--- src/verilog/op_addr_pkg.sv ---
package op_addr_pkg;

  localparam int SRC_W = 18;
  localparam int DST_W = 17;

  // field positions of the operand words
  localparam int KIND_HI   = 17;
  localparam int KIND_LO   = 16;
  localparam int WE_BIT    = 16; // destination write enable
  localparam int MODE_HI   = 15;
  localparam int MODE_LO   = 14;
  localparam int CREG_HI   = 15; // resolved words only
  localparam int CREG_LO   = 13;
  localparam int R1_FLAG   = 12;
  localparam int R0_FLAG   = 11;
  localparam int BITPOS_HI = 10;
  localparam int BITPOS_LO = 8;

  // byte addresses of the core's own registers
  localparam logic [7:0] SP_ADDR  = 8'h81;
  localparam logic [7:0] DPL_ADDR = 8'h82;
  localparam logic [7:0] DPH_ADDR = 8'h83;
  localparam logic [7:0] PSW_ADDR = 8'hd0;
  localparam logic [7:0] ACC_ADDR = 8'he0;
  localparam logic [7:0] B_ADDR   = 8'hf0;

  typedef enum logic [1:0] {
    MODE_DIRECT   = 2'd0,
    MODE_INDIRECT = 2'd1,
    MODE_REGISTER = 2'd2,
    MODE_BIT      = 2'd3
  } addr_mode_e;

  typedef enum logic [2:0] {
    CREG_NONE = 3'd0,
    CREG_DPL  = 3'd1,
    CREG_DPH  = 3'd2,
    CREG_SP   = 3'd3,
    CREG_B    = 3'd4,
    CREG_ACC  = 3'd5,
    CREG_PSW  = 3'd6
  } core_reg_e;

  function automatic logic [7:0] effective_addr(addr_mode_e mode, logic [7:0] op_byte,
                                                logic [1:0] bank, logic [7:0] r0,
                                                logic [7:0] r1);
    case (mode)
      MODE_DIRECT:   effective_addr = op_byte;
      MODE_INDIRECT: effective_addr = op_byte[0] ? r1 : r0;
      MODE_REGISTER: effective_addr = {3'b000, bank, op_byte[2:0]};
      // bit space: sfr bits map onto 8-aligned bytes, the rest into 20h..2fh
      default:       effective_addr = op_byte[7] ? {op_byte[7:3], 3'b000}
                                                 : {3'b001, op_byte[7:3]};
    endcase
  endfunction

  function automatic core_reg_e core_reg_of(logic [7:0] addr);
    case (addr)
      DPL_ADDR: core_reg_of = CREG_DPL;
      DPH_ADDR: core_reg_of = CREG_DPH;
      SP_ADDR:  core_reg_of = CREG_SP;
      B_ADDR:   core_reg_of = CREG_B;
      ACC_ADDR: core_reg_of = CREG_ACC;
      PSW_ADDR: core_reg_of = CREG_PSW;
      default:  core_reg_of = CREG_NONE;
    endcase
  endfunction

endpackage

--- src/verilog/mem_space_pkg.sv ---
package mem_space_pkg;

  // memory space a source operand reads from, held in the top two bits
  typedef enum logic [1:0] {
    KIND_NONE  = 2'd0, // no operand
    KIND_IRAM  = 2'd1, // internal ram or sfr, 8-bit address
    KIND_CODE  = 2'd2, // code rom, 16-bit address
    KIND_XDATA = 2'd3  // external ram, 16-bit address
  } src_kind_e;

endpackage

--- src/verilog/src_addr_resolve.sv ---
`timescale 1ns/1ps

module src_addr_resolve (
  input  logic                           rst,
  input  logic [op_addr_pkg::SRC_W-1:0]  source0,
  input  logic [1:0]                     bank,
  input  logic [7:0]                     r0,
  input  logic [7:0]                     r1,
  input  logic                           stall_alu,
  input  logic                           nop_dec,
  output logic [op_addr_pkg::SRC_W-1:0]  source1,
  output logic [7:0]                     addr8,
  output logic [15:0]                    addr16,
  output logic                           rom_read,
  output logic                           i_ram_read,
  output logic                           e_ram_read
);
  import op_addr_pkg::*;
  import mem_space_pkg::*;

  src_kind_e  kind;
  addr_mode_e mode;
  logic [7:0] eff_addr;
  core_reg_e  creg;
  logic [2:0] bit_pos;

  assign kind = src_kind_e'(source0[KIND_HI:KIND_LO]);
  assign mode = addr_mode_e'(source0[MODE_HI:MODE_LO]);

  // in bit mode eff_addr is already the byte holding the bit
  assign eff_addr = effective_addr(mode, source0[7:0], bank, r0, r1);
  assign creg     = core_reg_of(eff_addr);
  assign bit_pos  = (mode == MODE_BIT) ? source0[2:0] : 3'b000;

  always_comb begin
    if (kind == KIND_IRAM) begin
      source1 = {kind, creg, 2'b00, bit_pos, eff_addr};
    end else begin
      source1 = source0; // long operands pass untouched
    end
  end

  assign addr8  = source1[7:0];
  assign addr16 = source1[15:0];

  always_comb begin
    rom_read   = 1'b0;
    i_ram_read = 1'b0;
    e_ram_read = 1'b0;
    if (!(rst || stall_alu || nop_dec)) begin
      case (kind)
        KIND_CODE:  rom_read   = 1'b1;
        KIND_XDATA: e_ram_read = 1'b1;
        KIND_IRAM:  i_ram_read = (creg == CREG_NONE); // core regs are read inside the core
        default:    ;
      endcase
    end
  end

endmodule

--- src/verilog/dst_addr_resolve.sv ---
`timescale 1ns/1ps

module dst_addr_resolve (
  input  logic [op_addr_pkg::DST_W-1:0]  dest0,
  input  logic [1:0]                     bank,
  input  logic [7:0]                     r0,
  input  logic [7:0]                     r1,
  output logic [op_addr_pkg::DST_W-1:0]  dest1
);
  import op_addr_pkg::*;

  addr_mode_e mode;
  logic [7:0] eff_addr;
  core_reg_e  creg;
  logic [7:0] r0_addr;
  logic [7:0] r1_addr;
  logic       wr_r0;
  logic       wr_r1;

  assign mode     = addr_mode_e'(dest0[MODE_HI:MODE_LO]);
  assign eff_addr = effective_addr(mode, dest0[7:0], bank, r0, r1);
  assign creg     = core_reg_of(eff_addr);

  // R0 and R1 of the current bank, used as pointers by later operands
  assign r0_addr = {3'b000, bank, 3'b000};
  assign r1_addr = {3'b000, bank, 3'b001};

  assign wr_r0 = (creg == CREG_NONE) && (eff_addr == r0_addr);
  assign wr_r1 = (creg == CREG_NONE) && (eff_addr == r1_addr);

  always_comb begin
    dest1 = '0;
    if (dest0[WE_BIT]) begin
      dest1[WE_BIT]          = 1'b1;
      dest1[CREG_HI:CREG_LO] = creg;
      dest1[R1_FLAG]         = wr_r1;
      dest1[R0_FLAG]         = wr_r0;
      dest1[7:0]             = eff_addr;
    end
  end

endmodule

--- src/verilog/hazard_detect.sv ---
`timescale 1ns/1ps

module hazard_detect #(
  parameter int PIPE_DEPTH = 3
) (
  input  logic [op_addr_pkg::SRC_W-1:0]                  source0,
  input  logic [op_addr_pkg::SRC_W-1:0]                  source1,
  input  logic [op_addr_pkg::DST_W-1:0]                  dest0,
  input  logic [op_addr_pkg::DST_W-1:0]                  dest1,
  input  logic [PIPE_DEPTH-1:0][op_addr_pkg::DST_W-1:0]  pend_dest,
  input  logic [PIPE_DEPTH-1:0]                          pend_nop,
  input  logic                                           r0_valid,
  input  logic                                           r1_valid,
  input  logic                                           r_invalid,
  input  logic                                           stall_dec_addr,
  output logic                                           stall
);
  import op_addr_pkg::*;
  import mem_space_pkg::*;

  logic [PIPE_DEPTH-1:0] addr_hit; // pending write to source1's address
  logic [PIPE_DEPTH-1:0] psw_wr;   // pending psw write that may switch bank
  logic [PIPE_DEPTH-1:0] r0_wr;
  logic [PIPE_DEPTH-1:0] r1_wr;
  addr_mode_e            src_mode;
  addr_mode_e            dst_mode;
  logic                  src_ptr_bad;
  logic                  dst_ptr_bad;
  logic                  stall_s;
  logic                  stall_d;

  always_comb begin
    for (int i = 0; i < PIPE_DEPTH; i++) begin
      // bubbles and non-writing stages never count
      addr_hit[i] = !pend_nop[i] && pend_dest[i][WE_BIT] && (pend_dest[i][7:0] == source1[7:0]);
      psw_wr[i]   = !pend_nop[i] && pend_dest[i][WE_BIT] && (pend_dest[i][7:0] == PSW_ADDR);
      r0_wr[i]    = !pend_nop[i] && pend_dest[i][WE_BIT] && pend_dest[i][R0_FLAG];
      r1_wr[i]    = !pend_nop[i] && pend_dest[i][WE_BIT] && pend_dest[i][R1_FLAG];
    end
  end

  assign src_mode = addr_mode_e'(source0[MODE_HI:MODE_LO]);
  assign dst_mode = addr_mode_e'(dest0[MODE_HI:MODE_LO]);

  // pointer pending, not valid yet, or globally invalid
  assign src_ptr_bad = source0[0] ? (|r1_wr || !r1_valid) : (|r0_wr || !r0_valid);
  assign dst_ptr_bad = dest0[0]   ? (|r1_wr || !r1_valid) : (|r0_wr || !r0_valid);

  always_comb begin
    stall_s = 1'b0;
    if (src_kind_e'(source0[KIND_HI:KIND_LO]) == KIND_IRAM) begin
      stall_s = |addr_hit;
      if (src_mode == MODE_INDIRECT) stall_s = stall_s || src_ptr_bad || r_invalid;
      if (src_mode == MODE_INDIRECT || src_mode == MODE_REGISTER) stall_s = stall_s || |psw_wr;
    end
  end

  always_comb begin
    stall_d = 1'b0;
    if (dest1[WE_BIT]) begin // enable carried over from dest0
      if (dst_mode == MODE_INDIRECT) stall_d = dst_ptr_bad || r_invalid;
      if (dst_mode == MODE_INDIRECT || dst_mode == MODE_REGISTER) stall_d = stall_d || |psw_wr;
    end
  end

  assign stall = (stall_s || stall_d) && !stall_dec_addr;

endmodule

--- src/verilog/dest_pipeline.sv ---
`timescale 1ns/1ps

module dest_pipeline #(
  parameter int PIPE_DEPTH = 3
) (
  input  logic                                           clk,
  input  logic                                           rst,
  input  logic [op_addr_pkg::DST_W-1:0]                  dest1,
  input  logic                                           nop_dec,
  input  logic                                           stall,
  input  logic                                           stall_alu,
  output logic [PIPE_DEPTH-1:0][op_addr_pkg::DST_W-1:0]  pend_dest,
  output logic [PIPE_DEPTH-1:0]                          pend_nop,
  output logic [op_addr_pkg::DST_W-1:0]                  wb_dest,
  output logic                                           wb_valid
);
  import op_addr_pkg::*;

  // stage 0 is the oldest, PIPE_DEPTH-1 takes the new destination
  always_ff @(posedge clk) begin
    if (rst) begin
      pend_dest <= '0;
      pend_nop  <= '1; // flush to bubbles
    end else if (!stall_alu) begin
      for (int i = 0; i < PIPE_DEPTH - 1; i++) begin
        pend_dest[i] <= pend_dest[i+1];
        pend_nop[i]  <= pend_nop[i+1];
      end
      pend_dest[PIPE_DEPTH-1] <= dest1;
      pend_nop[PIPE_DEPTH-1]  <= nop_dec || stall; // stalled op does not advance
    end
  end

  assign wb_dest  = pend_dest[0];
  assign wb_valid = !pend_nop[0] && pend_dest[0][WE_BIT];

  a_frozen: assert property (@(posedge clk) disable iff (rst)
    stall_alu |=> ($stable(pend_dest) && $stable(pend_nop)))
    else $error("destination stages moved while stall_alu high");

endmodule

--- src/verilog/op_address_top.sv ---
`timescale 1ns/1ps

module op_address_top #(
  parameter int PIPE_DEPTH = 3
) (
  input  logic                           clk,
  input  logic                           rst,
  input  logic [op_addr_pkg::SRC_W-1:0]  source0,
  input  logic [op_addr_pkg::DST_W-1:0]  dest0,
  input  logic [1:0]                     bank,
  input  logic [7:0]                     r0,
  input  logic [7:0]                     r1,
  input  logic                           r0_valid,
  input  logic                           r1_valid,
  input  logic                           r_invalid,
  input  logic                           stall_alu,
  input  logic                           nop_dec,
  input  logic                           stall_dec_addr,
  output logic [op_addr_pkg::SRC_W-1:0]  source1,
  output logic [7:0]                     addr8,
  output logic [15:0]                    addr16,
  output logic                           rom_read,
  output logic                           i_ram_read,
  output logic                           e_ram_read,
  output logic                           stall,
  output logic [op_addr_pkg::DST_W-1:0]  wb_dest,
  output logic                           wb_valid
);
  import op_addr_pkg::*;

  logic [DST_W-1:0]                  dest1;
  logic [PIPE_DEPTH-1:0][DST_W-1:0]  pend_dest;
  logic [PIPE_DEPTH-1:0]             pend_nop;

  src_addr_resolve src_i (
    .rst(rst), .source0(source0), .bank(bank), .r0(r0), .r1(r1),
    .stall_alu(stall_alu), .nop_dec(nop_dec), .source1(source1),
    .addr8(addr8), .addr16(addr16), .rom_read(rom_read),
    .i_ram_read(i_ram_read), .e_ram_read(e_ram_read)
  );

  dst_addr_resolve dst_i (
    .dest0(dest0), .bank(bank), .r0(r0), .r1(r1), .dest1(dest1)
  );

  hazard_detect #(.PIPE_DEPTH(PIPE_DEPTH)) haz_i (
    .source0(source0), .source1(source1), .dest0(dest0), .dest1(dest1),
    .pend_dest(pend_dest), .pend_nop(pend_nop), .r0_valid(r0_valid),
    .r1_valid(r1_valid), .r_invalid(r_invalid),
    .stall_dec_addr(stall_dec_addr), .stall(stall)
  );

  // destinations in flight toward write-back
  dest_pipeline #(.PIPE_DEPTH(PIPE_DEPTH)) pipe_i (
    .clk(clk), .rst(rst), .dest1(dest1), .nop_dec(nop_dec), .stall(stall),
    .stall_alu(stall_alu), .pend_dest(pend_dest), .pend_nop(pend_nop),
    .wb_dest(wb_dest), .wb_valid(wb_valid)
  );

endmodule

--- config.mk ---
export PLATFORM = sky130hd
export DESIGN_NAME = op_address_top
export DESIGN_NICKNAME = d
export VERILOG_FILES = /design/src/verilog/op_addr_pkg.sv /design/src/verilog/mem_space_pkg.sv /design/src/verilog/src_addr_resolve.sv /design/src/verilog/dst_addr_resolve.sv /design/src/verilog/hazard_detect.sv /design/src/verilog/dest_pipeline.sv /design/src/verilog/op_address_top.sv
export SDC_FILE = /design/constraint.sdc
export NUM_CORES = 1
export LEC_CHECK = 0
export BUFFER_PORTS_ARGS = -buffer_cell sky130_fd_sc_hd__buf_2
export CORE_UTILIZATION = 45
export CTS_CLUSTER_SIZE = 30
export DETAILED_ROUTE_END_ITERATION = 16
export PLACE_DENSITY = 0.84
export SYNTH_ARGS = -nofsm -noshare
export SYNTH_HDL_FRONTEND = slang
export SYNTH_SLANG_ARGS = --single-unit
--- constraint.sdc ---
create_clock -name clk -period 3 [get_ports clk]
set_clock_uncertainty 0.15 [all_clocks]
set_input_delay 0.6 -clock clk [delete_from_list [all_inputs] [get_ports clk]]
set_output_delay 0.6 -clock clk [all_outputs]
set_load 0.02 [all_outputs]
==> metrics.yaml, run 1 <==
critPathMaxFanout: 7
yosysSeqAreaShare_pct: 22.6
power_mw: 1.73
grt_usage_pct: 27.0
yosysUniqueCellTypes: 82
drc: 0
start_util_pct: 47.6
tightest_slew_ns: 0.634
power_density_nw_per_um2: 316
hold_depth: 2
synth_top_area_cell: "dfxtp_1"
clk_latency_ns: 0.30
rsz0062_at_grt: "true"
hold_class: "register to register"
fin_ws_ns: -0.402
globalplace.congestion: 0.925
cp-start-kind: "primary input"
diodes: 0
die-height_um: 96.1
core_region_area_sq_um: 8380
yosys_warnings: 0
routed_via_density: 5.60
drive_gt1_share_pct: 46.0
synth_top_area_share_pct: 22.6
vias: 4130
cts_tree: "done"
pin_count: 125
slew_violations: 0
rows: 33
cts_hold_buf: 0
worstRegToRegCells: 8
synth_seq_cells: 45
fin_setup_tns_ns: -2.17
layout.nets: 701
dp_hpwl_um: 9570
ant_nets: 0
final_cell_mix: "buf_2 (103), buf_4 (93), dfxtp_1 (45)"
htree_levels: 2
hp-start: "pipe_i.pend_dest[47]$_SDFFE_PP0N_"
worstSetupStartpoint: "source0[15]"
r2r-start: "pipe_i.pend_dest[35]$_SDFFE_PP0N_"
fin_util_pct: 65.4
clockBufferDepth: 2
grt_max_degree: 48
synth_edf_count: 0
required_ns: 2.25
p_leak_nw: 2.54
final_hold_viol_count: 0
yosys-top-cells-area: "dfxtp_1 (23%), mux2i_1 (9.8%), buf_4 (8.5%), nor2_1 (4.3%), nand2_1 (3.1%)"
first_iter_violations: 235
synthArstFlopShare_pct: 0
min_period_ns: 3.40
root_buffer: "clkbuf_8"
grt_pass1_vias: 4066
syn_area_sq_um: 3990
setup_viol: 8
max_freq_ghz: 0.294
slew_headroom_pct: 57.7
min_period_over_period_pct: 113
worstPathArrival_ns: 2.65
status: "finished, violations left"
synthCells: 476
clk_pin_slew_ns: 0.09
syn_area_per_cell_sq_um: 8.38
ys_dominant_reg_cell: "dfxtp_1"
critPathKind: "primary input to primary output"
firstDrtPassIters: 5
final_common_cell: "buf_2"
peakVddDrop_uv: 202
drv_cap: 0
violations: "setup timing"
portBuffers: 115
grt_pass1_wl_um: 19100
grt_remaining_overflow: 0
dieWidth_um: 96.1
numCtsBuffers: 5
drt-total-wl_um: 12400
areaGrowthSynthToFinish_pct: 37.5
clock_sinks: 45
dieArea_sq_um: 9240
wl_per_cell_um: 16.8
antenna_found_initial: 0
endpoint_kind: "primary output"
==> cell usage after synthesis, drive strengths merged, types with 5 or more instances <==
library cell,n
a21oi,16
a22oi,14
a31oi,5
and3b,6
buf,58
clkbuf,11
dfxtp,45
ha,9
inv,21
mux2,12
mux2i,39
nand2,34
nand2b,8
nand3,11
nor2,46
nor2b,10
nor3,9
o21ai,21
o22ai,5
xnor2,10
xor2,8
==> stage by stage <==
step / hold slack (ns) / instance area (sq um) / cells / worst slack, ns
5_1_grt: 0.380 / 5480 / 737 / -0.458
3_5_place_dp: 0.320 / 5020 / 719 / -0.603
3_3_place_gp: 0.310 / 5020 / 719 / -0.568
6_report: 0.333 / 5480 / 737 / -0.402
4_1_cts: 0.334 / 5420 / 735 / -0.372
2_1_floorplan: 0.295 / 4120 / 478 / -0.138
==> per-layer routing <==
layer	wire, um	global-route usage (%)	share of wire (%)	vias to the layer above
met2	6340	48.6	51	169
met4	214	9.83	1.7	0
li1	-	-	-	1984
met5	0	0	0	-
met1	5100	32.3	41	1959
met3	718	3.95	5.8	18
==> flip-flops by register name, summed over array words and instances, names as in the netlist <==
name and cells:
pipe_i.pend_dest 28, pipe_i.pend_nop 3, pipe_i.wb_dest 14
==> cell type report <==
class / count / area [sq um]
Tap cell: 105 / 131
Clock buffer: 6 / 82.6
Fill cell: 696 / 2900
Multi-Input combinational cell: 343 / 2790
Inverter: 21 / 83.8
Clock inverter: 2 / 16.3
Sequential cell: 45 / 901
Timing Repair Buffer: 215 / 1480
==> worst max-delay path, stage by stage <==
cell and delay (ns):
buf_12 0.11, ha_4 0.19, mux2_4 0.33, o21a_4 0.23, or3_1 0.32, a21oi_2 0.16, nor4b_4 0.22, a22oi_2 0.11
a31oi_4 0.23, buf_6 0.14
==> path summary, 6_finish.rpt <==
kind	to	slack, ns
setup / recovery	stall	-0.40
hold / removal	pipe_i.pend_dest[47]$_SDFFE_PP0N_	0.33
setup reg to reg	pipe_i.pend_nop[2]$_SDFFE_PP1N_	0.51
hold reg to reg	pipe_i.pend_dest[47]$_SDFFE_PP0N_	0.33
==> what timing repair did <==
| action | 4_1_cts | 5_1_grt |
|---|---|---|
| setup buffers | 8 | 2 |
| gates resized for setup | 54 | 11 |
| hold endpoints to repair | 0 | 0 |
| setup endpoints to repair | 11 | 8 |
| pin swaps | 21 | 7 |
==> power by group <==
part / leakage (nW) / switching [mW] / total [mW] / internal, mW
Clock: 0.0478 / 0.217 / 0.407 / 0.190
Sequential: 0.364 / 0.0127 / 0.621 / 0.608
Combinational: 2.13 / 0.373 / 0.704 / 0.331
==> cells by family (layout without fill, tap and decap cells) <==
kind of cell,count (synthesis),after routing,synth area share [%]
other cells,1,3,0.0940
flops,45,45,22.6
simple gates,157,157,21.6
buf+inv,90,244,14.6
xor+xnor,18,18,3.95
mux,51,51,13.5
compound gates,105,105,20.9
fa+ha+maj,9,9,2.82
(Power assumes the default switching activity.)
==> inputs of run 2 (changes only) <==
PLACE_DENSITY = 0.83   (was 0.84)
SYNTH_HIERARCHICAL = 1   (was unset)
==> run 2 against run 1 <==
  * The flow still finishes with violations (setup timing)
  * Highest routed layer unchanged
  * Cell count decreased by 6.0%
  * Count of clock-buffer cells in the layout decreased by 1
  * Synthesized area rose by 1.9%
  * Total power is 0.59% lower
  * Synthesized cell count decreased by 2.5%
  * Global-route usage decreased by 6.1 points
  * Final area fell by 9.5%
  * Critical path depth increased by 2
  * Non-clock buffer count shrank 35
  * Setup slack gained 0.016 ns
==> metrics.yaml, run 2 <==
final_cell_mix: "buf_2 (109), nor2_1 (69), mux2i_1 (61)"
clk_latency_ns: 0.30
grt_pass1_vias: 3479
fin_setup_tns_ns: -1.09
slowest_delay_ns: 0.52
r2r-start: "pipe_i/wb_dest[16]$_SDFFE_PP0N_"
ys_dominant_reg_cell: "dfxtp_1"
fin_util_pct: 56.9
layout.nets: 648
power_density_nw_per_um2: 347
first_iter_violations: 185
synthCells: 464
min_period_over_period_pct: 113
min_period_ns: 3.39
dieArea_sq_um: 9410
yosysSeqAreaShare_pct: 26.6
dieWidth_um: 97
cpMostUsedCell: "nor2_4"
yosysMostFrequentCell: "nor2_1"
cp_slowest_cell: "mux4_2"
fin_ws_ns: -0.386
worstSetupStartpoint: "source0[0]"
rows: 34
slew_violations: 0
pre_cts_ws_ns: -0.568
synth_edf_count: 0
required_ns: 2.25
max_freq_ghz: 0.295
drc: 0
critPathKind: "primary input to primary output"
core_region_area_sq_um: 8720
dp_hpwl_um: 8020
htree_levels: 2
clk_pin_slew_ns: 0.09
cts_tree: "done"
tightest_slew_ns: 0.875
synth_top_cells_by_count: "nor2_1 (71), mux2i_1 (61), dfxtp_1 (54)"
firstDrtPassIters: 4
path_buf_inv: 2
antenna_found_initial: 0
synthArstFlopShare_pct: 0
violations: "setup timing"
drv_cap: 0
synth_seq_cells: 54
place_inst: 684
synth_top_area_share_pct: 26.6
vias: 3626
fillers: 771
ant_nets: 0
peakVddDrop_uv: 188
drt-total-wl_um: 10200
rsz0062_at_grt: "true"
grt_pass1_wl_um: 16300
largest-register: "pipe_i/pend_dest"
cp-start-kind: "primary input"
diodes: 0
grt_remaining_overflow: 0
grt_usage_pct: 20.9
cts_hold_buf: 0
die-height_um: 97
setup_viol: 7
pin_count: 125
final_common_cell: "buf_2"
endpoint_kind: "primary output"
yosysUniqueCellTypes: 70
largest_register_ffs: 34
status: "finished, violations left"
start_util_pct: 46.6
hold_class: "register to register"
grt_max_degree: 58
stdcell_count: 693
worstPathArrival_ns: 2.64
routed_via_density: 5.23
wl_per_cell_um: 14.7
yosys_warnings: 6
drive_gt1_share_pct: 40.0
syn_area_sq_um: 4060
clockBufferDepth: 2
slew_headroom_pct: 41.7
final_hold_viol_count: 0
critPathMaxFanout: 8
synth_top_area_cell: "dfxtp_1"
hp-start: "pipe_i/pend_dest[44]$_SDFFE_PP0N_"
clock_sinks: 54
crit_path_cell_trace: "buf_12 -> mux2_4 -> mux4_2 -> nor2_4 -> nor2_4 -> xor2_1 -> nor4_1 -> nand4_1 -> nand3_1 -> nor4_2 -> o21ai_2 -> buf_6"
crit_family: "multiplexers"
root_buffer: "clkbuf_8"
globalplace.congestion: 0.877
p_leak_nw: 2.42
numCtsBuffers: 5
areaGrowthSynthToFinish_pct: 22.2
syn_area_per_cell_sq_um: 8.75
power_mw: 1.72
yosys-top-cells-area: "dfxtp_1 (27%), mux2i_1 (15%), buf_4 (9.1%), nor2_1 (6.6%), xor2_1 (4.7%)"
portBuffers: 118
-- run 2: area by class of cell --
cell class                      instances  area [sq um]  area share (%)
Timing Repair Buffer                  180          1140            23.1
Inverter                               14          53.8            1.08
Tap cell                              108           135            2.72
Clock inverter                          2          13.8           0.277
Sequential cell                        54          1080            21.8
Clock buffer                            5          68.8            1.39
Multi-Input combinational cell        330          2470            49.7
-- run 2: report_power, final --
group | switching, mW | leakage [nW] | total, mW | internal [mW]
registers | 0.0166 | 0.438 | 0.750 | 0.733
logic | 0.314 | 1.94 | 0.582 | 0.267
clock network | 0.228 | 0.0444 | 0.390 | 0.162
total | 0.559 | 2.42 | 1.72 | 1.16
-- run 2: routing by layer --
layer / track usage [%] / up-vias / share of wire (%)
met2: 39.8 / 97 / 53
met5: 0 / - / 0
li1: - / 1809 / -
met1: 24.5 / 1710 / 42
met4: 5.40 / 0 / 1.0
met3: 2.46 / 10 / 3.5
-- run 2: worst register-to-register path, stage by stage, from the launching register on --
cell,delay (ns)
dfxtp_1,0.34
nor2b_1,0.20
a22o_1,0.24
a2111oi_4,0.40
nor3b_1,0.11
nor4_2,0.33
o21ai_2,0.11
nor4_1,0.26
nor2_1,0.07
-- run 2: repair_timing --
action	4_1_cts	5_1_grt
resized for setup	29	11
setup endpoints to repair	8	8
pin swaps	10	9
buffers inserted	2	1
-- run 2: final timing paths --
path	to	slack, ns	cells past startpoint
hold / removal	pipe_i/pend_dest[44]$_SDFFE_PP0N_	0.35	2
hold reg to reg	pipe_i/pend_dest[44]$_SDFFE_PP0N_	0.35	2
setup / recovery	stall	-0.39	12
setup reg to reg	pipe_i/pend_nop[2]$_SDFFE_PP1N_	0.70	8
-- run 2: cell families (layout without fill, tap and decap cells) --
kind of cell	count (synthesis)	after routing	share of synthesized area, %
simple gates	176	176	23.2
flops	54	54	26.6
buf+inv	82	201	15.2
fa+ha+maj	2	2	0.616
compound gates	51	51	9.77
other cells	1	3	0.0923
mux	69	69	18.3
xor+xnor	29	29	6.25
-- run 2: per-stage QoR --
step,hold WS [ns],area (sq um)
after floorplan,0.310,4110
after detailed placement,0.334,4730
final,0.352,4960
after global routing,0.383,4960
after CTS,0.356,4910
after global placement,0.321,4730
